[src/common/soc_pkg.sv]
`default_nettype none

package soc_pkg;

	// Bus widths
	typedef logic [31:0] addr_t;
	typedef logic [31:0] data_t;
	typedef logic [27:0] far_addr_t;

	// ==================================================
	// Memory map, top address nibble
	typedef logic [3:0] region_t;

	localparam region_t REGION_RAM    = 4'h1;
	localparam region_t REGION_BRIDGE = 4'h5;

	// Device nibble on the far side of the bridge
	typedef logic [3:0] periph_t;

	localparam periph_t PERIPH_TIMER = 4'h5;

	// Timer registers, word index from address bits 3:2
	typedef enum logic [1:0] {
		TIMER_COUNT   = 2'd0,
		TIMER_COMPARE = 2'd1,
		TIMER_CONTROL = 2'd2
	} timer_reg_e;

	typedef enum logic [1:0] {
		ARB_IDLE,
		ARB_PORT_A,
		ARB_PORT_B,
		ARB_PORT_C
	} arb_state_e;

endpackage

`default_nettype wire

[src/common/soc_bus_if.sv]
`timescale 1ns/1ps
`default_nettype none

interface soc_bus_if;
	import soc_pkg::*;

	logic request;
	logic rw;
	addr_t address;
	data_t wdata;
	data_t rdata;
	logic ready;

	modport master (
		output request, rw, address, wdata,
		input rdata, ready
	);

	modport slave (
		input request, rw, address, wdata,
		output rdata, ready
	);

endinterface

`default_nettype wire

[src/bus/bus_arbiter.sv]
`timescale 1ns/1ps
`default_nettype none

module bus_arbiter (
	input logic clock,
	input logic i_rst_n,

	// Port A, instruction fetch
	input logic i_pa_request,
	input soc_pkg::addr_t i_pa_address,
	output soc_pkg::data_t o_pa_rdata,
	output logic o_pa_ready,

	// Port B, data
	input logic i_pb_request,
	input logic i_pb_rw,
	input soc_pkg::addr_t i_pb_address,
	input soc_pkg::data_t i_pb_wdata,
	output soc_pkg::data_t o_pb_rdata,
	output logic o_pb_ready,

	// Port C, DMA
	input logic i_pc_request,
	input logic i_pc_rw,
	input soc_pkg::addr_t i_pc_address,
	input soc_pkg::data_t i_pc_wdata,
	output soc_pkg::data_t o_pc_rdata,
	output logic o_pc_ready,

	soc_bus_if.master bus
);
	import soc_pkg::*;

	arb_state_e state;

	// Grant is locked until the slave answers
	always_ff @(posedge clock) begin
		if (!i_rst_n) begin
			state <= ARB_IDLE;
		end else begin
			case (state)
				ARB_IDLE: begin
					if (i_pc_request)
						state <= ARB_PORT_C;
					else if (i_pb_request)
						state <= ARB_PORT_B;
					else if (i_pa_request)
						state <= ARB_PORT_A;
				end
				default: begin
					if (bus.ready)
						state <= ARB_IDLE;
				end
			endcase
		end
	end

	always_comb begin
		bus.request = 1'b0;
		bus.rw = 1'b0;
		bus.address = '0;
		bus.wdata = '0;
		case (state)
			ARB_PORT_A: begin
				bus.request = 1'b1;
				bus.address = i_pa_address;
			end
			ARB_PORT_B: begin
				bus.request = 1'b1;
				bus.rw = i_pb_rw;
				bus.address = i_pb_address;
				bus.wdata = i_pb_wdata;
			end
			ARB_PORT_C: begin
				bus.request = 1'b1;
				bus.rw = i_pc_rw;
				bus.address = i_pc_address;
				bus.wdata = i_pc_wdata;
			end
			default: begin
				bus.request = 1'b0;
			end
		endcase
	end

	assign o_pa_rdata = bus.rdata;
	assign o_pb_rdata = bus.rdata;
	assign o_pc_rdata = bus.rdata;

	assign o_pa_ready = bus.ready && (state == ARB_PORT_A);
	assign o_pb_ready = bus.ready && (state == ARB_PORT_B);
	assign o_pc_ready = bus.ready && (state == ARB_PORT_C);

endmodule

`default_nettype wire

[src/flat_wrapper.sv]
// flat-port wrapper written by rule: the top's interface ports become plain ports
module bus_arbiter_flat import soc_pkg::*;
  (clock, i_rst_n, i_pa_request, i_pa_address, o_pa_rdata, o_pa_ready, i_pb_request, i_pb_rw, i_pb_address, i_pb_wdata, o_pb_rdata, o_pb_ready, i_pc_request, i_pc_rw, i_pc_address, i_pc_wdata, o_pc_rdata, o_pc_ready, bus_request, bus_rw, bus_address, bus_wdata, bus_rdata, bus_ready);
  soc_bus_if bus_i ();
  input logic clock;
  input logic i_rst_n;
  input logic i_pa_request;
  input soc_pkg::addr_t i_pa_address;
  output soc_pkg::data_t o_pa_rdata;
  output logic o_pa_ready;
  input logic i_pb_request;
  input logic i_pb_rw;
  input soc_pkg::addr_t i_pb_address;
  input soc_pkg::data_t i_pb_wdata;
  output soc_pkg::data_t o_pb_rdata;
  output logic o_pb_ready;
  input logic i_pc_request;
  input logic i_pc_rw;
  input soc_pkg::addr_t i_pc_address;
  input soc_pkg::data_t i_pc_wdata;
  output soc_pkg::data_t o_pc_rdata;
  output logic o_pc_ready;
  output wire logic [$bits(bus_i.request)-1:0] bus_request;
  output wire logic [$bits(bus_i.rw)-1:0] bus_rw;
  output wire logic [$bits(bus_i.address)-1:0] bus_address;
  output wire logic [$bits(bus_i.wdata)-1:0] bus_wdata;
  input wire logic [$bits(bus_i.rdata)-1:0] bus_rdata;
  input wire logic [$bits(bus_i.ready)-1:0] bus_ready;
  assign bus_request = bus_i.request;
  assign bus_rw = bus_i.rw;
  assign bus_address = bus_i.address;
  assign bus_wdata = bus_i.wdata;
  assign bus_i.rdata = bus_rdata;
  assign bus_i.ready = bus_ready;
  bus_arbiter u_core (.clock(clock), .i_rst_n(i_rst_n), .i_pa_request(i_pa_request), .i_pa_address(i_pa_address), .o_pa_rdata(o_pa_rdata), .o_pa_ready(o_pa_ready), .i_pb_request(i_pb_request), .i_pb_rw(i_pb_rw), .i_pb_address(i_pb_address), .i_pb_wdata(i_pb_wdata), .o_pb_rdata(o_pb_rdata), .o_pb_ready(o_pb_ready), .i_pc_request(i_pc_request), .i_pc_rw(i_pc_rw), .i_pc_address(i_pc_address), .i_pc_wdata(i_pc_wdata), .o_pc_rdata(o_pc_rdata), .o_pc_ready(o_pc_ready), .bus(bus_i));
endmodule
[config.mk]
export PLATFORM = sky130hd
export DESIGN_NAME = bus_arbiter_flat
export DESIGN_NICKNAME = d
export VERILOG_FILES = /design/src/common/soc_pkg.sv /design/src/common/soc_bus_if.sv /design/src/bus/bus_arbiter.sv /design/src/flat_wrapper.sv
export SDC_FILE = /design/constraint.sdc
export NUM_CORES = 1
export LEC_CHECK = 0
export ABC_AREA = 1
export CAP_MARGIN = 10
export CORE_AREA = 2 2 142 144
export DETAILED_ROUTE_END_ITERATION = 10
export DIE_AREA = 0 0 144 146
export DONT_BUFFER_PORTS = 1
export MAX_ROUTING_LAYER = met4
export PLACE_DENSITY = 0.3
export SETUP_SLACK_MARGIN = 0.2
export SYNTH_ARGS = -nofsm -noshare
export SYNTH_HDL_FRONTEND = slang
export SYNTH_SLANG_ARGS = --single-unit
export TNS_END_PERCENT = 1
[constraint.sdc]
create_clock -name clock -period 3.34 [get_ports clock]
set_input_delay 0.668 -clock clock [delete_from_list [all_inputs] [get_ports clock]]
set_output_delay 0.668 -clock clock [all_outputs]
set_load 0.1 [all_outputs]
==> impl_results.md <==
- Top reg by flops: u_core.state
- Top-area cell type share of the netlist area: 43.55%
- Total gr overflow: 0
- Hold Path Depth: 2
- Starting Density: 9.629%
- Vias per cell: 3.291
- Mapped Avg Cell Area: 5.101 um^2
- Clock slew at reported path FFs: 0.03 ns
- Fin Setup TNS: 0 ns
- Kind of critical path: register to primary output
- Min-delay src: u_core.state[0]$_SDFFE_PN0P_
- Max cap viols: 0
- Most frequent cells in the layout: nand2_1 (202), buf_4 (70), nand3_1 (32), inv_1 (6), clkbuf_16 (3)
- FF-to-FF setup slack: 2.43 ns
- Drt pass-1 iters: 4
- PwrDens: 607.5 mW/mm^2
- Starting DRC count in detailed routing: 39
- Number of port buffers: 0
- Row count: 51
- # clock sinks: 2
- Area grow syn2layout: 8.468%
- Clock latency on the worst-skew pair: 0.22 ns
- Number of global-route vias before repair: 1901
- H-tree levels: 1
- Post-Syn Instances: 365
- Hold crit path type: register to register
- Synth Register Bits: 2
- Largest net degree at the start of global routing: 36
- Drt total wl: 6909 um
- Max Slew Vio Count: 0
- Via count: 1948
- Top flop regs: u_core.state x2
- Outcome: finished, final reports clean
- Post-synthesis sequential area ratio: 2.151%
- Number of diodes: 0
- Die area: 0.02102 mm^2
- PostCTS Resize Cnt: 0
- Worst r2r dst: u_core.state[1]$_SDFFE_PN0P_
- Netlist Area Pre-Place: 0.001862 mm^2
- Max VDD drop: 0.0001789 V
- Leading area contributor after synthesis: buf_4
- First-pass GRT wire length: 9349 um
- Root buffer cell: clkbuf_16
- HPWL after detailed placement: 5972 um
- Pwr Total: 0.001227 W
- Core Util, Final: 10.44%
- Initial antenna violation count: 0
- Cts-stage hold buffer count: 0
- IO Count: 365
- Worst EP arrival: 2.10 ns
- Max Clk Rate: 0.3619 GHz
- DR WL/cell: 11.67 um
- Ys Warns: 0
- Commonest non-fill, non-tap cell in the layout: nand2_1
- Reg area: 40.04 um^2
- CTS tree: done
- Critical path endpoint category: primary output
- Fin crit share: 82.73%
- Multi-input logic area: 977.2 um^2
- Die Y: 146 um
- Residual DRC count: 0
- Max reg flops: 2
- ANT nets after route: 0
- Syn_nets: 565
- Netlist cell types: 12
- Gr usage total: 5.890%
- Crit path max fanout: 35
- Core area: 0.01933 mm^2
- Die W: 144 um
- Num CTS Buffers: 3
- Startpoint types: register
- RSZ-0062 raised after global routing: no
- Worst EP required: 2.67 ns
- Max-slew headroom: 45.20%
- Final Hold Viols: 0
- GP Congestion: 0.8094
- Crit path time final: 2.763 ns
- Final #Nets: 529
- Synth area leaders: buf_4 (44%), nand2_1 (41%), nand3_1 (8.6%), dfxtp_1 (2.2%), buf_2 (1.3%)
- Hold Path Sink: u_core.state[0]$_SDFFE_PN0P_
- Final setup fails: 0
- Fillers: 2285
- Post-CTS Setup Inserts: 0
- Worst reg2reg path depth: 3
- Worst Skew: 0.0005263 ns
- Worst-margin pin slew: 0.8211 ns
- LEAKAGE: 1.040 nW
- Clock Path Buffers: 2
- Share of layout cells above drive strength 1: 24.77%
- Reg-to-reg startpoint: u_core.state[1]$_SDFFE_PN0P_
## per-stage QoR
stage	hold WS, ns	setup WS (ns)	cell area [um^2]	instances
after floorplan	0.4668	0.6663	1867	365
after detailed placement	0.4983	0.7701	1944	589
after CTS	0.5019	0.5347	2019	592
final	0.4985	0.5767	2019	592
after global placement	0.4942	0.7803	1944	589
after global routing	0.5505	0.4233	2019	592
## metal layers
metal  track usage (%)  part of all wire, %  up-vias
met5                 -                    0        -
met4             5.049                  8.4        0
met3             1.185                   10       47
met2             10.33                   49      171
met1             5.366                   32      796
li1                  -                    -      934
## cell usage after synthesis
| master | number |
|---|---|
| buf_4 | 108 |
| nor2_1 | 3 |
| nor3_1 | 1 |
| inv_2 | 2 |
| inv_1 | 6 |
| a21oi_1 | 2 |
| nand3_1 | 32 |
| buf_2 | 5 |
| o21ai_0 | 1 |
| nor2_2 | 1 |
| nand2_1 | 202 |
| dfxtp_1 | 2 |
## how the worst max path moves through the flow
stage | from | end | slack, ns | cells after the start
detailed placement | u_core.state[1]$_SDFFE_PN0P_ | bus_address[0] | 0.77 | 6
global route | u_core.state[1]$_SDFFE_PN0P_ | bus_address[0] | 0.42 | 6
finish | u_core.state[1]$_SDFFE_PN0P_ | bus_address[0] | 0.58 | 6
CTS | u_core.state[1]$_SDFFE_PN0P_ | bus_address[0] | 0.53 | 6
global placement | u_core.state[1]$_SDFFE_PN0P_ | bus_address[0] | 0.78 | 6
floorplan | bus_ready | o_pb_ready | 0.67 | 2
## cell families after synthesis
family / after synthesis / share of synthesized area, %
buf+inv: 121 / 46.51
flops: 2 / 2.151
compound gates: 3 / 0.8062
simple gates: 239 / 50.54
## layout make-up
class | instances | share of cell area [%]
multi-input cells | 242 | 48.39
flip-flops and latches | 2 | 1.983
repair buffers | 72 | 28.00
well taps | 265 | 16.42
inverters | 8 | 1.487
clock buffers | 3 | 3.717
## critical path, stage by stage (launching register included)
cell	delay, ns
dfxtp_1	0.47
nand2_1	0.15
inv_2	0.50
buf_12	0.27
nand2_1	0.06
nand3_1	0.11
buf_4	0.30
## power by group
part	internal, W	switching, W	total [W]
registers	0.0000269	0.00000447	0.0000314
clock network	0.000152	0.0000277	0.000180
logic	0.000169	0.000846	0.00102
total	0.000349	0.000878	0.00123
Power figures use the tool's default switching activity.
