`src/common/soc_pkg.sv`:
```
`default_nettype none

package soc_pkg;

	// Bus widths
	typedef logic [31:0] addr_t;
	typedef logic [31:0] data_t;
	typedef logic [27:0] far_addr_t;

	// ==================================================
	// Memory map, top address nibble
	typedef logic [3:0] region_t;

	localparam region_t REGION_RAM    = 4'h1;
	localparam region_t REGION_BRIDGE = 4'h5;

	// Device nibble on the far side of the bridge
	typedef logic [3:0] periph_t;

	localparam periph_t PERIPH_TIMER = 4'h5;

	// Timer registers, word index from address bits 3:2
	typedef enum logic [1:0] {
		TIMER_COUNT   = 2'd0,
		TIMER_COMPARE = 2'd1,
		TIMER_CONTROL = 2'd2
	} timer_reg_e;

	typedef enum logic [1:0] {
		ARB_IDLE,
		ARB_PORT_A,
		ARB_PORT_B,
		ARB_PORT_C
	} arb_state_e;

endpackage

`default_nettype wire

```
`src/common/soc_bus_if.sv`:
```
`timescale 1ns/1ps
`default_nettype none

interface soc_bus_if;
	import soc_pkg::*;

	logic request;
	logic rw;
	addr_t address;
	data_t wdata;
	data_t rdata;
	logic ready;

	modport master (
		output request, rw, address, wdata,
		input rdata, ready
	);

	modport slave (
		input request, rw, address, wdata,
		output rdata, ready
	);

endinterface

`default_nettype wire

```
`src/bus/addr_decoder.sv`:
```
`timescale 1ns/1ps
`default_nettype none

module addr_decoder (
	input logic clock,
	input logic i_rst_n,
	soc_bus_if.slave host,
	soc_bus_if.master ram,
	soc_bus_if.master near
);
	import soc_pkg::*;

	region_t region;
	logic sel_ram;
	logic sel_bridge;
	logic unmapped_ready;

	assign region = host.address[31:28];
	assign sel_ram = (region == REGION_RAM);
	assign sel_bridge = (region == REGION_BRIDGE);

	// Targets see a region-relative address
	assign ram.request = host.request && sel_ram;
	assign ram.rw = host.rw;
	assign ram.address = {4'h0, host.address[27:0]};
	assign ram.wdata = host.wdata;

	assign near.request = host.request && sel_bridge;
	assign near.rw = host.rw;
	assign near.address = {4'h0, host.address[27:0]};
	assign near.wdata = host.wdata;

	// Nothing mapped here, answer with zero after one cycle
	always_ff @(posedge clock) begin
		if (!i_rst_n)
			unmapped_ready <= 1'b0;
		else
			unmapped_ready <= host.request && !sel_ram && !sel_bridge && !unmapped_ready;
	end

	assign host.rdata = sel_ram ? ram.rdata : sel_bridge ? near.rdata : '0;
	assign host.ready = sel_ram ? ram.ready : sel_bridge ? near.ready : unmapped_ready;

endmodule

`default_nettype wire

```
`src/flat_wrapper.sv`:
```
// flat-port wrapper written by rule: the top's interface ports become plain ports
module addr_decoder_flat import soc_pkg::*;
  (clock, i_rst_n, host_request, host_rw, host_address, host_wdata, host_rdata, host_ready, ram_request, ram_rw, ram_address, ram_wdata, ram_rdata, ram_ready, near_request, near_rw, near_address, near_wdata, near_rdata, near_ready);
  soc_bus_if host_i ();
  soc_bus_if ram_i ();
  soc_bus_if near_i ();
  input logic clock;
  input logic i_rst_n;
  input wire logic [$bits(host_i.request)-1:0] host_request;
  input wire logic [$bits(host_i.rw)-1:0] host_rw;
  input wire logic [$bits(host_i.address)-1:0] host_address;
  input wire logic [$bits(host_i.wdata)-1:0] host_wdata;
  output wire logic [$bits(host_i.rdata)-1:0] host_rdata;
  output wire logic [$bits(host_i.ready)-1:0] host_ready;
  output wire logic [$bits(ram_i.request)-1:0] ram_request;
  output wire logic [$bits(ram_i.rw)-1:0] ram_rw;
  output wire logic [$bits(ram_i.address)-1:0] ram_address;
  output wire logic [$bits(ram_i.wdata)-1:0] ram_wdata;
  input wire logic [$bits(ram_i.rdata)-1:0] ram_rdata;
  input wire logic [$bits(ram_i.ready)-1:0] ram_ready;
  output wire logic [$bits(near_i.request)-1:0] near_request;
  output wire logic [$bits(near_i.rw)-1:0] near_rw;
  output wire logic [$bits(near_i.address)-1:0] near_address;
  output wire logic [$bits(near_i.wdata)-1:0] near_wdata;
  input wire logic [$bits(near_i.rdata)-1:0] near_rdata;
  input wire logic [$bits(near_i.ready)-1:0] near_ready;
  assign host_i.request = host_request;
  assign host_i.rw = host_rw;
  assign host_i.address = host_address;
  assign host_i.wdata = host_wdata;
  assign host_rdata = host_i.rdata;
  assign host_ready = host_i.ready;
  assign ram_request = ram_i.request;
  assign ram_rw = ram_i.rw;
  assign ram_address = ram_i.address;
  assign ram_wdata = ram_i.wdata;
  assign ram_i.rdata = ram_rdata;
  assign ram_i.ready = ram_ready;
  assign near_request = near_i.request;
  assign near_rw = near_i.rw;
  assign near_address = near_i.address;
  assign near_wdata = near_i.wdata;
  assign near_i.rdata = near_rdata;
  assign near_i.ready = near_ready;
  addr_decoder u_core (.clock(clock), .i_rst_n(i_rst_n), .host(host_i), .ram(ram_i), .near(near_i));
endmodule
```
`config.mk`:
```
export PLATFORM = sky130hd
export DESIGN_NAME = addr_decoder_flat
export DESIGN_NICKNAME = d
export VERILOG_FILES = /design/src/common/soc_pkg.sv /design/src/common/soc_bus_if.sv /design/src/bus/addr_decoder.sv /design/src/flat_wrapper.sv
export SDC_FILE = /design/constraint.sdc
export NUM_CORES = 1
export LEC_CHECK = 0
export BUFFER_PORTS_ARGS = -buffer_cell sky130_fd_sc_hd__buf_2
export CAP_MARGIN = 10
export CORE_AREA = 2 2 116 118
export DETAILED_ROUTE_END_ITERATION = 7
export DIE_AREA = 0 0 118 120
export SLEW_MARGIN = 30
export SYNTH_ARGS = -nofsm -noshare
export SYNTH_HDL_FRONTEND = slang
export SYNTH_SLANG_ARGS = --single-unit
```
`constraint.sdc`:
```
create_clock -name clock -period 0.9 [get_ports clock]
set_input_delay 0.045 -clock clock [delete_from_list [all_inputs] [get_ports clock]]
set_output_delay 0.045 -clock clock [all_outputs]
set_load 0.005 [all_outputs]
```
==> results of run 1 <==
path summary, 6_finish.rpt:
path | start | to | slack (ns) | cells after the start
max | host_address[29] | host_rdata[18] | -0.12 | 5
min | host_wdata[26] | near_wdata[26] | 0.09 | 0
max reg2reg | u_core.unmapped_ready | u_core.unmapped_ready | 0.36 | 1
min reg2reg | u_core.unmapped_ready | u_core.unmapped_ready | 0.41 | 1
power breakdown:
part	total [µW]	leakage [µW]	switching, µW	internal [µW]
Clock	0.000149	0.00000000634	0	0.000149
Combinational	454	0.000808	195	259
Sequential	49.1	0.00000827	1.13	48.0
Total	503	0.000817	196	307
cell usage in the layout, fill, tap and decap left out, drive strengths merged:
master,count
and3,1
buf,114
conb,8
dfxtp,1
diode,1
mux2,2
mux2i,32
nand2,1
nor2,32
nor3,1
nor3b,2
or3b,1
per-layer routing:
| layer | global-route usage | part of all wire | up-vias | wire length [µm] |
|---|---|---|---|---|
| li1 | - | - | 500 | - |
| met1 | 0.0522 | 0.27 | 433 | 1390 |
| met2 | 0.125 | 0.48 | 124 | 2470 |
| met3 | 0.0456 | 0.20 | 39 | 1020 |
| met4 | 0.0361 | 0.061 | 0 | 316 |
| met5 | 0 | 0 | - | 0 |
cells by family (layout without fill, tap and decap cells):
logic type / count (synthesis) / in the layout / synth area share
buf+inv: 138 / 114 / 0.662
other cells: 1 / 9 / 0.00239
flops: 1 / 1 / 0.0127
simple gates: 38 / 38 / 0.104
mux: 34 / 34 / 0.218
cell type report:
class / instances / area (µm²)
diodes: 1 / 2.50
fillers: 1511 / 11600
multi-input cells: 80 / 547
flip-flops and latches: 1 / 20.0
well taps: 176 / 220
repair buffers: 114 / 616
what timing repair did:
item / CTS / global route
gates resized for setup: 4 / 2
endpoints found under the setup margin: 34 / 35
pin swaps: 1 / 0
cloned: 0 / 0
stage by stage:
step                      cells  total power, µW  instance area, µm²
after floorplan             219              718                1600
after global placement      371              490                1380
after detailed placement    371              495                1380
after CTS                   371              504                1390
after global routing        371              548                1400
final                       372              503                1410
==> flow_summary.yaml, run 1 <==
synthesis:
  synthesis.area_mm2: 0.00157
  synth_edf_count: 0
  syn_area_per_cell_um2: 7.41
  synthCells: 212
  synth-main-ff-cell: "dfxtp_1"
  synth_seq_cells: 1
  synth.top_cell.area_share: 0.621
  synthTopCellsByCount: "buf_4, mux2i_1, nor2_1, buf_2, buf_6"
  ys_seq_area_frac: 0.0127
  synth-warning-count: 0
  async_flop_share: 0
  synth.most_common_cell: "buf_4"
  synth.distinct_cells: 14
  yosys-top-cells-area: "buf_4, mux2i_1, nor2_1"
  yosysTopAreaCell: "buf_4"
sta:
  fin_setup_tns_ns: -3.15
  finalCriticalPeriod_ns: 1.02
  slew_violations: 0
  setup_viol: 34
  rsz0062_at_grt: "true"
  period_share: 1.14
  fin_ws_ns: -0.122
  clock_skew_ns: 0
  finalHoldViolCount: 0
  fmax_mhz: 979
  hold-worst-slack_ns: 0.0900
global_route:
  grt_max_degree: 33
  track_usage: 0.0675
  grt_pass1_wl_um: 7310
  grt_pass1_vias: 1142
  antenna_found_initial: 1
  overflow: 0
clock_tree:
  cts_setup_buffers: 0
  cts_hold_buf: 0
  insertion_delay_ns: 0
detailed_routing:
  dr.pass1.iters: 4
  num_vias: 1096
  wire_per_inst_um: 14.0
  drt_iter0_drc: 41
  final_antenna_net_count: 0
  vias_per_cell: 2.95
  routed_wl_um: 5200
  drcViolationCount: 0
pwr:
  pwr_density_cell_mw_per_mm2: 358
  p_leak_uw: 0.000817
  max-vdd-ir-drop_mv: 0.0833
layout:
  fin_util: 0.108
  layout-drive-gt1-share: 0.621
  regMostFlops: "u_core.unmapped_ready"
  area_delta_synth_final_pct: -10.6
  final_nets: 331
  reg_top3: "u_core.unmapped_ready (1)"
  largest_reg_flops: 1
worst_setup_path:
  worst_ep_arrival_time_ns: 0.98
  cp.required_ns: 0.85
  cp_max_fo: 32
  crit_slowest_cell: "or3b_4"
  cp-end-kind: "output pin"
  critical_path.max_stage_delay_ns: 0.41
  critPathLaunchType: "input port"
  path_cells: "buf_6 > or3b_4 > buf_12 > nor2_1 > buf_2"
  path_delay_family: "simple AND/OR/NAND/NOR gates"
  critPathBufInv: 3
  critical_path_class: "input port to output pin"
placement:
  dp_slack_ns: -0.174
  dp_hpwl_um: 4770
  io_buffers: 107
  gp_congestion: 0.736
floorplan:
  start_util: 0.121
  die_area_mm2: 0.0142
  die_w_um: 118
  core_mm2: 0.0130
  die_h_um: 120
  rows: 42
  ios: 299
worst_hold_path:
  hp-class: "input port to output pin"
outcome:
  violations: "setup timing"
  status: "finished, violations left"
flow_run:
  maxCapViolCount: 0
Note: power is estimated with default switching activity, not from simulation.
==> run 2, diff against run 1 <==
- PLACE_DENSITY: unset -> 0.45
==> run 2 against run 1 <==
The flow still finishes with violations (setup timing). First-iteration DRC count fell by 80%. Cell count fell by 0.54%. Critical path depth did not move. Sequential power barely moved. Worst hold slack barely moved. Via count rose by 0.55%. Register-to-register slack barely moved. Utilization rose by 1.1 points. Sequential share of layout area fell by 0.13 points. Maximum frequency fell by 8.2%. Routed wire length fell by 20%. Critical endpoint is now ram_request.
==> flow_summary.yaml, run 2 (synthesis results as in run 1) <==
pwr:
  max-vdd-ir-drop_mv: 0.0857
  p_leak_uw: 0.000848
  total_power_uw: 570
  pwr_density_cell_mw_per_mm2: 369
detailed_routing:
  vias_per_cell: 2.98
  routed_wl_um: 4160
  dr.pass1.iters: 4
  drt_iter0_drc: 8
  wire_per_inst_um: 11.2
  drcViolationCount: 0
  num_vias: 1102
  final_antenna_net_count: 0
clock_tree:
  insertion_delay_ns: 0
  cts_hold_buf: 0
global_route:
  antenna_found_initial: 0
  grt_pass1_wl_um: 5570
  met1_usage: 0.0425
  top_usage_layer: "met2"
  overflow: 0
  grt_max_degree: 35
  met3_usage: 0.0138
  track_usage: 0.0482
  grt_pass1_vias: 1055
  gr-usage-met2: 0.0908
layout:
  layout_commonest_cell: "buf_2"
  largest_reg_flops: 1
  final_cell_mix: "buf_2, mux2i_1, nor2_2"
  layout-drive-gt1-share: 0.722
  regMostFlops: "u_core.unmapped_ready"
  final_nets: 330
  area_delta_synth_final_pct: -1.75
  reg_top3: "u_core.unmapped_ready (1)"
  num_antenna_cells: 0
sta:
  finalHoldViolCount: 0
  fmax_mhz: 898
  rsz0062_at_grt: "true"
  period_share: 1.24
  setup_viol: 35
  fin_ws_ns: -0.214
  finalCriticalPeriod_ns: 1.11
  clock_skew_ns: 0
  slew_violations: 0
  fin_setup_tns_ns: -5.00
outcome:
  status: "finished, violations left"
  violations: "setup timing"
placement:
  gp_congestion: 0.755
  io_buffers: 107
  dp_hpwl_um: 3190
worst_hold_path:
  hp-class: "input port to output pin"
floorplan:
  core_mm2: 0.0130
  rows: 42
  start_util: 0.121
  die_area_mm2: 0.0142
  die_h_um: 120
  die_w_um: 118
  ios: 299
worst_setup_path:
  critical_path_class: "input port to output pin"
  critical_path.max_stage_delay_ns: 0.42
  cp.required_ns: 0.85
  critPathLaunchType: "input port"
  worst_ep_arrival_time_ns: 1.07
  crit_slowest_cell: "or3b_4"
  cp-end-kind: "output pin"
  path_cells: "buf_6 > or3b_4 > buf_12 > nor3b_1 > buf_2"
  cp_max_fo: 17
flow_run:
  maxCapViolCount: 0
==> run 2: cell type report <==
| class | count | area [µm²] |
|---|---|---|
| Timing Repair Buffer | 113 | 671 |
| Tap cell | 176 | 220 |
| Fill cell | 1517 | 11400 |
| Multi-Input combinational cell | 80 | 633 |
| Sequential cell | 1 | 20.0 |
==> run 2: power breakdown <==
part           switching, µW  total [µW]  internal, µW
logic                    235         521           287
clock network              0           0             0
registers               1.11        49.1          48.0
==> run 2: path summary, 6_finish.rpt <==
kind | from | depth (start not counted) | to | slack [ns]
worst max-delay path | host_address[31] | 5 | ram_request | -0.21
worst min-delay path | host_address[17] | 0 | near_address[17] | 0.09
worst max register to register | u_core.unmapped_ready | 1 | u_core.unmapped_ready | 0.37
worst min register to register | u_core.unmapped_ready | 1 | u_core.unmapped_ready | 0.41
==> run 2: metrics by stage <==
stage,setup slack [ns],instance area [µm²],instances,utilization,hold slack (ns)
finish,-0.214,1540,370,0.119,0.0900
floorplan,0.0420,1600,219,-,0.163
global placement,-0.234,1360,367,0.105,0.0901
global route,-0.226,1540,370,0.119,0.0900
CTS,-0.205,1450,370,0.112,0.0901
detailed placement,-0.222,1360,367,0.105,0.0901
==> run 2: routing by layer <==
layer  up-vias  share of wire
li1        498              -
met4         0          0.078
met2        98           0.49
met3        55           0.14
met1       451           0.29
met5         -              0
==> run 2: critical path, delay by kind of cell <==
| kind | cells | cell delay [ns] |
|---|---|---|
| buffers and inverters | 3 | 0.40 |
| and+or+nand+nor | 2 | 0.61 |
==> run 2: timing repair <==
action                                 4_1_cts  5_1_grt
endpoints found under the hold margin        0        0
gates cloned                                 2        0
setup endpoints to repair                   35       35
setup buffers                                1        0
pin swaps                                   11        6
resized for setup                            8       27
