$ cat src/common/soc_pkg.sv
`default_nettype none

package soc_pkg;

	// Bus widths
	typedef logic [31:0] addr_t;
	typedef logic [31:0] data_t;
	typedef logic [27:0] far_addr_t;

	// ==================================================
	// Memory map, top address nibble
	typedef logic [3:0] region_t;

	localparam region_t REGION_RAM    = 4'h1;
	localparam region_t REGION_BRIDGE = 4'h5;

	// Device nibble on the far side of the bridge
	typedef logic [3:0] periph_t;

	localparam periph_t PERIPH_TIMER = 4'h5;

	// Timer registers, word index from address bits 3:2
	typedef enum logic [1:0] {
		TIMER_COUNT   = 2'd0,
		TIMER_COMPARE = 2'd1,
		TIMER_CONTROL = 2'd2
	} timer_reg_e;

	typedef enum logic [1:0] {
		ARB_IDLE,
		ARB_PORT_A,
		ARB_PORT_B,
		ARB_PORT_C
	} arb_state_e;

endpackage

`default_nettype wire

$ cat src/common/soc_bus_if.sv
`timescale 1ns/1ps
`default_nettype none

interface soc_bus_if;
	import soc_pkg::*;

	logic request;
	logic rw;
	addr_t address;
	data_t wdata;
	data_t rdata;
	logic ready;

	modport master (
		output request, rw, address, wdata,
		input rdata, ready
	);

	modport slave (
		input request, rw, address, wdata,
		output rdata, ready
	);

endinterface

`default_nettype wire

$ cat src/bridge/timer_block.sv
`timescale 1ns/1ps
`default_nettype none

module timer_block #(
	parameter int TIMER_PRESCALE = 4
) (
	input logic clock,
	input logic i_rst_n,
	soc_bus_if.slave bus,
	output logic o_irq
);
	import soc_pkg::*;

	localparam int PRE_W = (TIMER_PRESCALE > 1) ? $clog2(TIMER_PRESCALE) : 1;

	far_addr_t far_address;
	periph_t device;
	timer_reg_e reg_sel;
	logic hit;
	logic access;
	logic ready_q;
	data_t rdata_q;
	logic [PRE_W-1:0] prescale_cnt;
	data_t count;
	data_t compare;
	logic enable;

	assign far_address = bus.address[27:0];
	assign device = far_address[27:24];
	assign reg_sel = timer_reg_e'(far_address[3:2]);
	assign hit = (device == PERIPH_TIMER);
	assign access = bus.request && !ready_q;

	always_ff @(posedge clock) begin
		if (!i_rst_n) begin
			ready_q <= 1'b0;
			prescale_cnt <= '0;
			count <= '0;
			compare <= '0;
			enable <= 1'b0;
		end else begin
			ready_q <= access;
			if (enable) begin
				if (prescale_cnt == PRE_W'(TIMER_PRESCALE - 1)) begin
					prescale_cnt <= '0;
					count <= count + 1'b1;
				end else begin
					prescale_cnt <= prescale_cnt + 1'b1;
				end
			end
			// Control write restarts the count
			if (access && hit && bus.rw) begin
				case (reg_sel)
					TIMER_COMPARE: compare <= bus.wdata;
					TIMER_CONTROL: begin
						enable <= bus.wdata[0];
						count <= '0;
						prescale_cnt <= '0;
					end
					default: ;
				endcase
			end
		end
	end

	// Other devices still get an answer, always zero
	always_ff @(posedge clock) begin
		if (access) begin
			rdata_q <= '0;
			if (hit) begin
				case (reg_sel)
					TIMER_COUNT: rdata_q <= count;
					TIMER_COMPARE: rdata_q <= compare;
					TIMER_CONTROL: rdata_q <= {31'b0, enable};
					default: rdata_q <= '0;
				endcase
			end
		end
	end

	assign bus.rdata = rdata_q;
	assign bus.ready = ready_q;

	assign o_irq = enable && (count >= compare);

endmodule

`default_nettype wire

$ cat src/flat_wrapper.sv
// flat-port wrapper written by rule: the top's interface ports become plain ports
module timer_block_flat import soc_pkg::*;
#(
	parameter int TIMER_PRESCALE = 4
)
  (clock, i_rst_n, o_irq, bus_request, bus_rw, bus_address, bus_wdata, bus_rdata, bus_ready);
  soc_bus_if bus_i ();
  input logic clock;
  input logic i_rst_n;
  output logic o_irq;
  input wire logic [$bits(bus_i.request)-1:0] bus_request;
  input wire logic [$bits(bus_i.rw)-1:0] bus_rw;
  input wire logic [$bits(bus_i.address)-1:0] bus_address;
  input wire logic [$bits(bus_i.wdata)-1:0] bus_wdata;
  output wire logic [$bits(bus_i.rdata)-1:0] bus_rdata;
  output wire logic [$bits(bus_i.ready)-1:0] bus_ready;
  assign bus_i.request = bus_request;
  assign bus_i.rw = bus_rw;
  assign bus_i.address = bus_address;
  assign bus_i.wdata = bus_wdata;
  assign bus_rdata = bus_i.rdata;
  assign bus_ready = bus_i.ready;
  timer_block #(.TIMER_PRESCALE(TIMER_PRESCALE)) u_core (.clock(clock), .i_rst_n(i_rst_n), .bus(bus_i), .o_irq(o_irq));
endmodule
$ cat config.mk
export PLATFORM = sky130hd
export DESIGN_NAME = timer_block_flat
export DESIGN_NICKNAME = d
export VERILOG_FILES = /design/src/common/soc_pkg.sv /design/src/common/soc_bus_if.sv /design/src/bridge/timer_block.sv /design/src/flat_wrapper.sv
export SDC_FILE = /design/constraint.sdc
export NUM_CORES = 1
export LEC_CHECK = 0
export BUFFER_PORTS_ARGS = -buffer_cell sky130_fd_sc_hd__buf_2
export CAP_MARGIN = 10
export CORE_ASPECT_RATIO = 1.75
export CORE_MARGIN = 2
export CORE_UTILIZATION = 48
export DETAILED_ROUTE_END_ITERATION = 12
export PLACE_DENSITY = 0.74
export SLEW_MARGIN = 10
export SYNTH_ARGS = -nofsm -noshare
export SYNTH_HDL_FRONTEND = slang
export SYNTH_SLANG_ARGS = --single-unit
$ cat constraint.sdc
create_clock -name clock -period 2.2 [get_ports clock]
set_input_delay 0.22 -clock clock [delete_from_list [all_inputs] [get_ports clock]]
set_output_delay 0.22 -clock clock [all_outputs]
set_load 0.03 [all_outputs]
==> results.py, run 1 <==
metrics = {
    "grt": {
        "grt_max_degree": 35,
        "first_global_vias": 4409,
        "grt_usage": 0.225,
        "grt_pass1_wl_mm": 19.8,
        "gr-total-overflow": 0,
        "antenna_found_initial": 0,
    },
    "critical_path": {
        "crit_arrival_ps": 2050,
        "slowest_stage": "dfxtp_4",
        "r2r_setup_slack_ps": 100,
        "cp_data_required_time_ps": 1980,
        "critical_path_peak_fanout": 4,
        "cpPeakStageDelay_ps": 360,
        "path_buf_inv": 1,
        "worst_r2r_endpoint": "u_core.count[31]",
        "reg2reg_from": "u_core.prescale_cnt[0]",
        "critPathTopFamily": "compound AO/OA/AOI/OAI gates",
        "crit_type": "reg -> out",
        "crit_path_end_kind": "primary output",
        "cp-start-kind": "flip-flop",
        "path_cells": "ha_4 -> and4_1 -> a31o_2 -> a221o_1 -> a21oi_2 -> o21ai_2 -> buf_6",
        "ff2ff_path_depth": 6,
    },
    "clock_tree": {
        "cts.sinks": 100,
        "clkSlewWorstSetupHoldPaths_ps": 60,
        "clk_latency_ps": 340,
        "cts_buffers": 9,
        "hold_buffers": 0,
        "cts_tree": "yes",
        "cts.htree.levels": 3,
        "cts_buffer_depth": 2,
        "cts_root_buf": "clkbuf_16",
    },
    "hold_path": {
        "min_to": "u_core.compare[23]",
        "min_from": "bus_wdata[23]",
        "holdPathStages": 3,
        "min-delay-path-class": "in -> reg",
    },
    "place": {
        "io_buffers": 75,
        "placedCellCount": 757,
        "placed_cell_area_sq_um": 5760,
        "hpwl_mm": 8.46,
        "gp_congestion": 0.863,
    },
    "logic_synthesis": {
        "ys_ff_latch": 100,
        "synth_fp_nets": 646,
        "ys_warn_count": 0,
        "yosysSeqAreaShare": 0.459,
        "synth-main-ff-cell": "dfxtp_1",
        "synth_edf_count": 32,
        "ys_types": 47,
        "synthCells": 544,
        "async_flop_share": 0,
        "netlist_area_sq_um": 5060,
        "syn_area_per_cell_sq_um": 9.29,
    },
    "route": {
        "wl_per_cell_um": 15.4,
        "drt-met1-wl_mm": 4.37,
        "drt_wl_total_mm": 12.0,
        "via_per_inst": 5.41,
        "dr.pass1.iters": 4,
        "first_iter_violations": 269,
        "vias": 4239,
        "wl_met3_um": 386,
        "top_layer_used": "met4",
        "post-route-drc-count": 0,
        "wl_met2_mm": 6.85,
        "antenna_left": 0,
    },
    "final_layout": {
        "post-route-cell-area_sq_um": 6420,
        "final_cell_mix": "86 x nand2_1, 74 x buf_2, 65 x nor2_1",
        "area_delta_synth_final_pct": 26.9,
        "drive_above_1_share": 0.303,
        "diodes": 0,
        "fillers": 862,
        "nets": 753,
        "final_common_cell": "nand2_1",
        "fin_cells": 783,
    },
    "run_status": {
        "status": "finished with violations",
        "violations": "negative setup slack",
    },
    "die": {
        "fp-row-count": 49,
        "die_h_um": 140,
        "start_util": 0.491,
        "core_sq_um": 10300,
        "die-area_sq_um": 11400,
        "ioPinCount": 102,
        "die_w_um": 81.6,
    },
    "run": {
        "drv_cap": 0,
    },
    "timing": {
        "setup_viol": 1,
        "min_period_ps": 2270,
        "fin_ws_ps": -65.6,
        "skew_ps": 5.27,
        "relSlewSlack": 0.536,
        "rsz0062_at_grt": "true",
        "fmax_ghz": 0.441,
        "tightest_slew_ps": 696,
        "period_share": 1.03,
        "finalMaxSlewViolations": 0,
        "hold_viol": 0,
    },
    "pwr": {
        "irDropWorstVdd_mv": 0.525,
        "p_leak_nw": 2.49,
        "p_per_area_nw_per_um2": 610,
    },
}
## power by group
part	total, W	internal, W	switching [W]
Clock	0.00176	0.00110	0.000659
Sequential	0.00193	0.00193	0.00000712
Combinational	0.000215	0.0000769	0.000138
Total	0.00391	0.00311	0.000805
## cells by family after synthesis
| logic type | count (synthesis) | synth area share |
|---|---|---|
| flops | 100 | 0.459 |
| compound gates | 70 | 0.0953 |
| simple gates | 216 | 0.198 |
| mux | 35 | 0.0693 |
| fa+ha+maj | 34 | 0.0841 |
| buf+inv | 63 | 0.0485 |
| xor+xnor | 26 | 0.0450 |
## cell type report
| type | count | area, sq um | share of cell area |
|---|---|---|---|
| timing repair buffer | 120 | 719 | 0.112 |
| tap | 127 | 159 | 0.0248 |
| clock buffer | 10 | 229 | 0.0357 |
| clock inverter | 6 | 103 | 0.0160 |
| sequential | 100 | 2350 | 0.367 |
| multi-input combinational | 381 | 2710 | 0.422 |
| inverter | 39 | 146 | 0.0228 |
## Yosys cell counts (8+ instances only)
library cell  count  share of area
nand3_1          10         0.0099
nor2_1           66          0.049
nand2_1          86          0.064
dfxtp_1          68           0.27
ha_1             34          0.084
a21oi_1          18          0.018
xor2_1           13          0.023
and4_1            8          0.014
edfxtp_1         32           0.19
clkbuf_1         21          0.016
mux2i_1          35          0.069
nand4_1          11          0.014
inv_1            39          0.029
a21boi_0         25          0.037
xnor2_1          13          0.023
## worst reg2reg max path, cell delays in order (launching register included)
cell and delay [ps]:
dfxtp_2 340, ha_2 190, nand3_2 100, or3_4 390, or3_4 400, or4_1 470, a21oi_1 150
## how the worst max path moves through the flow
stage	startpoint	end	slack, ps	depth (start not counted)
2_1_floorplan	u_core.prescale_cnt[0]	u_core.count[31]	10	7
3_3_place_gp	u_core.count[0]	o_irq	90	8
3_5_place_dp	u_core.count[0]	o_irq	60	8
4_1_cts	u_core.compare[10]	o_irq	-40	8
5_1_grt	u_core.compare[21]	o_irq	-140	7
6_report	u_core.count[9]	o_irq	-70	7
## per-layer routing
layer	GRT usage	vias up
met2	0.432	84
li1	-	2079
met4	0.0982	0
met5	0	-
met1	0.224	2048
met3	0.0383	28
## stage by stage
stage	total power [W]	setup TNS [ps]	hold WS [ps]	utilization	worst slack [ps]
after floorplan	0.00211	0	355	-	13.9
after global placement	0.00219	0	460	0.559	92.3
after detailed placement	0.00219	0	469	0.559	63.7
after CTS	0.00394	-38.3	107	0.617	-38.3
after global routing	0.00402	-135	108	0.623	-135
final	0.00391	-65.6	106	0.623	-65.6
## repair_timing
item,4_1_cts,5_1_grt
buffers inserted,8,2
setup endpoints to repair,1,3
pin swaps,14,9
cloned,0,0
resized for setup,48,15
## registers in the layout, summed over array words and instances (netlist names)
name                 count
u_core.prescale_cnt      2
u_core.count            32
u_core.compare          32
u_core.bus.rdata        32
u_core.bus.ready         1
u_core.enable            1
Power figures use the tool's default switching activity.
==> run 2, diff against run 1 <==
--- a/constraint.sdc
+++ b/constraint.sdc
@@ -3,2 +3,2 @@
 set_output_delay 0.22 -clock clock [all_outputs]
-set_load 0.03 [all_outputs]
+set_load 0.05 [all_outputs]
==> results.py, run 2 (synthesis results as in run 1) <==
metrics = {
    "run_status": {
        "status": "finished with violations",
        "violations": "negative setup slack",
    },
    "clock_tree": {
        "clk_latency_ps": 340,
        "clkSlewWorstSetupHoldPaths_ps": 60,
        "cts.sinks": 100,
        "cts_buffer_depth": 2,
        "cts_buffers": 9,
        "cts_tree": "yes",
        "cts.htree.levels": 3,
        "cts_root_buf": "clkbuf_16",
        "hold_buffers": 0,
    },
    "final_layout": {
        "post-route-cell-area_sq_um": 6280,
        "nets": 747,
        "final_common_cell": "nand2_1",
        "drive_above_1_share": 0.269,
        "final_cell_mix": "86 x nand2_1, 74 x buf_2, 65 x nor2_1",
        "fin_util": 0.610,
        "area_delta_synth_final_pct": 24.3,
        "diodes": 0,
    },
    "critical_path": {
        "crit_arrival_ps": 2050,
        "critPathTopFamily": "compound AO/OA/AOI/OAI gates",
        "path_buf_inv": 2,
        "crit_path_end_kind": "primary output",
        "path_cells": "inv_2 -> ha_4 -> and4_4 -> a31o_4 -> a221o_1 -> a21oi_2 -> o21ai_2 -> buf_6",
        "cpPeakStageDelay_ps": 340,
        "crit_type": "reg -> out",
        "cp_data_required_time_ps": 1980,
        "slowest_stage": "dfxtp_2",
        "critical_path_peak_fanout": 3,
        "cp-start-kind": "flip-flop",
    },
    "route": {
        "post-route-drc-count": 0,
        "antenna_left": 0,
        "vias": 4155,
        "first_iter_violations": 232,
        "via_per_inst": 5.35,
        "drt_wl_total_mm": 11.9,
        "wl_per_cell_um": 15.3,
        "dr.pass1.iters": 4,
    },
    "pwr": {
        "p_int_w": 0.00295,
        "switching_share": 0.223,
        "irDropWorstVdd_mv": 0.425,
        "p_seq_frac": 0.509,
        "p_per_area_nw_per_um2": 605,
        "power.switching_w": 0.000848,
        "clkPwrFrac": 0.424,
        "power_frac_comb": 0.067,
        "p_leak_nw": 2.44,
    },
    "timing": {
        "tightest_slew_ps": 688,
        "finalMaxSlewViolations": 0,
        "holdWs_ps": 105,
        "fmax_ghz": 0.441,
        "setup_viol": 1,
        "fin_ws_ps": -65.6,
        "skew_ps": 6.75,
        "relSlewSlack": 0.541,
        "hold_viol": 0,
        "period_share": 1.03,
        "min_period_ps": 2270,
        "rsz0062_at_grt": "true",
    },
    "die": {
        "die_w_um": 81.6,
        "die_h_um": 140,
        "start_util": 0.491,
        "fp-row-count": 49,
        "core_sq_um": 10300,
        "ioPinCount": 102,
        "die-area_sq_um": 11400,
    },
    "grt": {
        "grt_pass1_wl_mm": 19.4,
        "grt_max_degree": 35,
        "antenna_found_initial": 0,
        "grt_usage": 0.219,
        "first_global_vias": 4337,
        "gr-total-overflow": 0,
    },
    "hold_path": {
        "min-delay-path-class": "in -> reg",
    },
    "place": {
        "placed_cell_area_sq_um": 5760,
        "io_buffers": 75,
        "gp_congestion": 0.851,
        "hpwl_mm": 8.33,
    },
    "run": {
        "drv_cap": 0,
    },
}
[run 2: changes by cell type in the layout (fill, tap and decap cells not counted), moves of 2 or more]
cell and delta:
ha_1 +4, buf_4 -7, inv_1 +4, dfxtp_1 +8
inv_2 -4, bufinv_16 -2, dfxtp_2 -8, nand2b_1 +2
ha_4 -4
[run 2: what timing repair did]
item / CTS / global route
setup buffers: 5 / 1
endpoints found under the hold margin: 0 / 0
setup endpoints to repair: 1 / 2
pin swaps: 16 / 7
gates resized for setup: 33 / 11
[run 2: worst reg2reg max path: stages, from the launching register on]
cell and delay (ps):
dfxtp_2 340, ha_2 190, nand3_2 100, or3_4 380, or3_4 410, or4_4 490
a21oi_2 120
[run 2: layer usage]
layer	routed length, um	track usage	up-vias	part of all wire
met1	4420	0.227	1980	0.37
met4	321	0.107	0	0.027
met2	6760	0.408	87	0.57
met5	0	0	-	0
met3	382	0.0357	23	0.032
li1	-	-	2065	-
[run 2: path summary, 6_finish.rpt]
check	to	slack [ps]	depth (start not counted)	from
setup / recovery	o_irq	-70	8	u_core.compare[14]
hold / removal	u_core.compare[23]	110	3	bus_wdata[23]
setup reg to reg	u_core.count[31]	100	6	u_core.prescale_cnt[0]
hold reg to reg	u_core.compare[11]	470	2	u_core.compare[11]
[run 2: area by class of cell]
type	instances	area (sq um)
fill	873	4020
multi-input combinational	381	2650
sequential	100	2340
timing repair buffer	114	687
clock buffer	12	258
tap	127	159
inverter	39	146
clock inverter	4	47.5
[run 2: power by group through the flow]
stage	sequential, W	combinational, W	clock [W]
6_report	0.00193	0.000256	0.00161
5_1_grt	0.00194	0.000272	0.00169
4_1_cts	0.00193	0.000258	0.00164
3_5_place_dp	0.00198	0.000256	0
3_3_place_gp	0.00198	0.000253	0
2_1_floorplan	0.00208	0.0000704	0
[run 2: through the flow]
step	setup WS, ps	instances	setup TNS [ps]	total power (W)
after floorplan	13.9	544	0	0.00215
after global placement	42.6	755	0	0.00223
after detailed placement	-15.8	755	-15.8	0.00223
after CTS	-83.1	776	-83.1	0.00383
after global routing	-148	777	-148	0.00390
final	-65.6	777	-65.6	0.00380
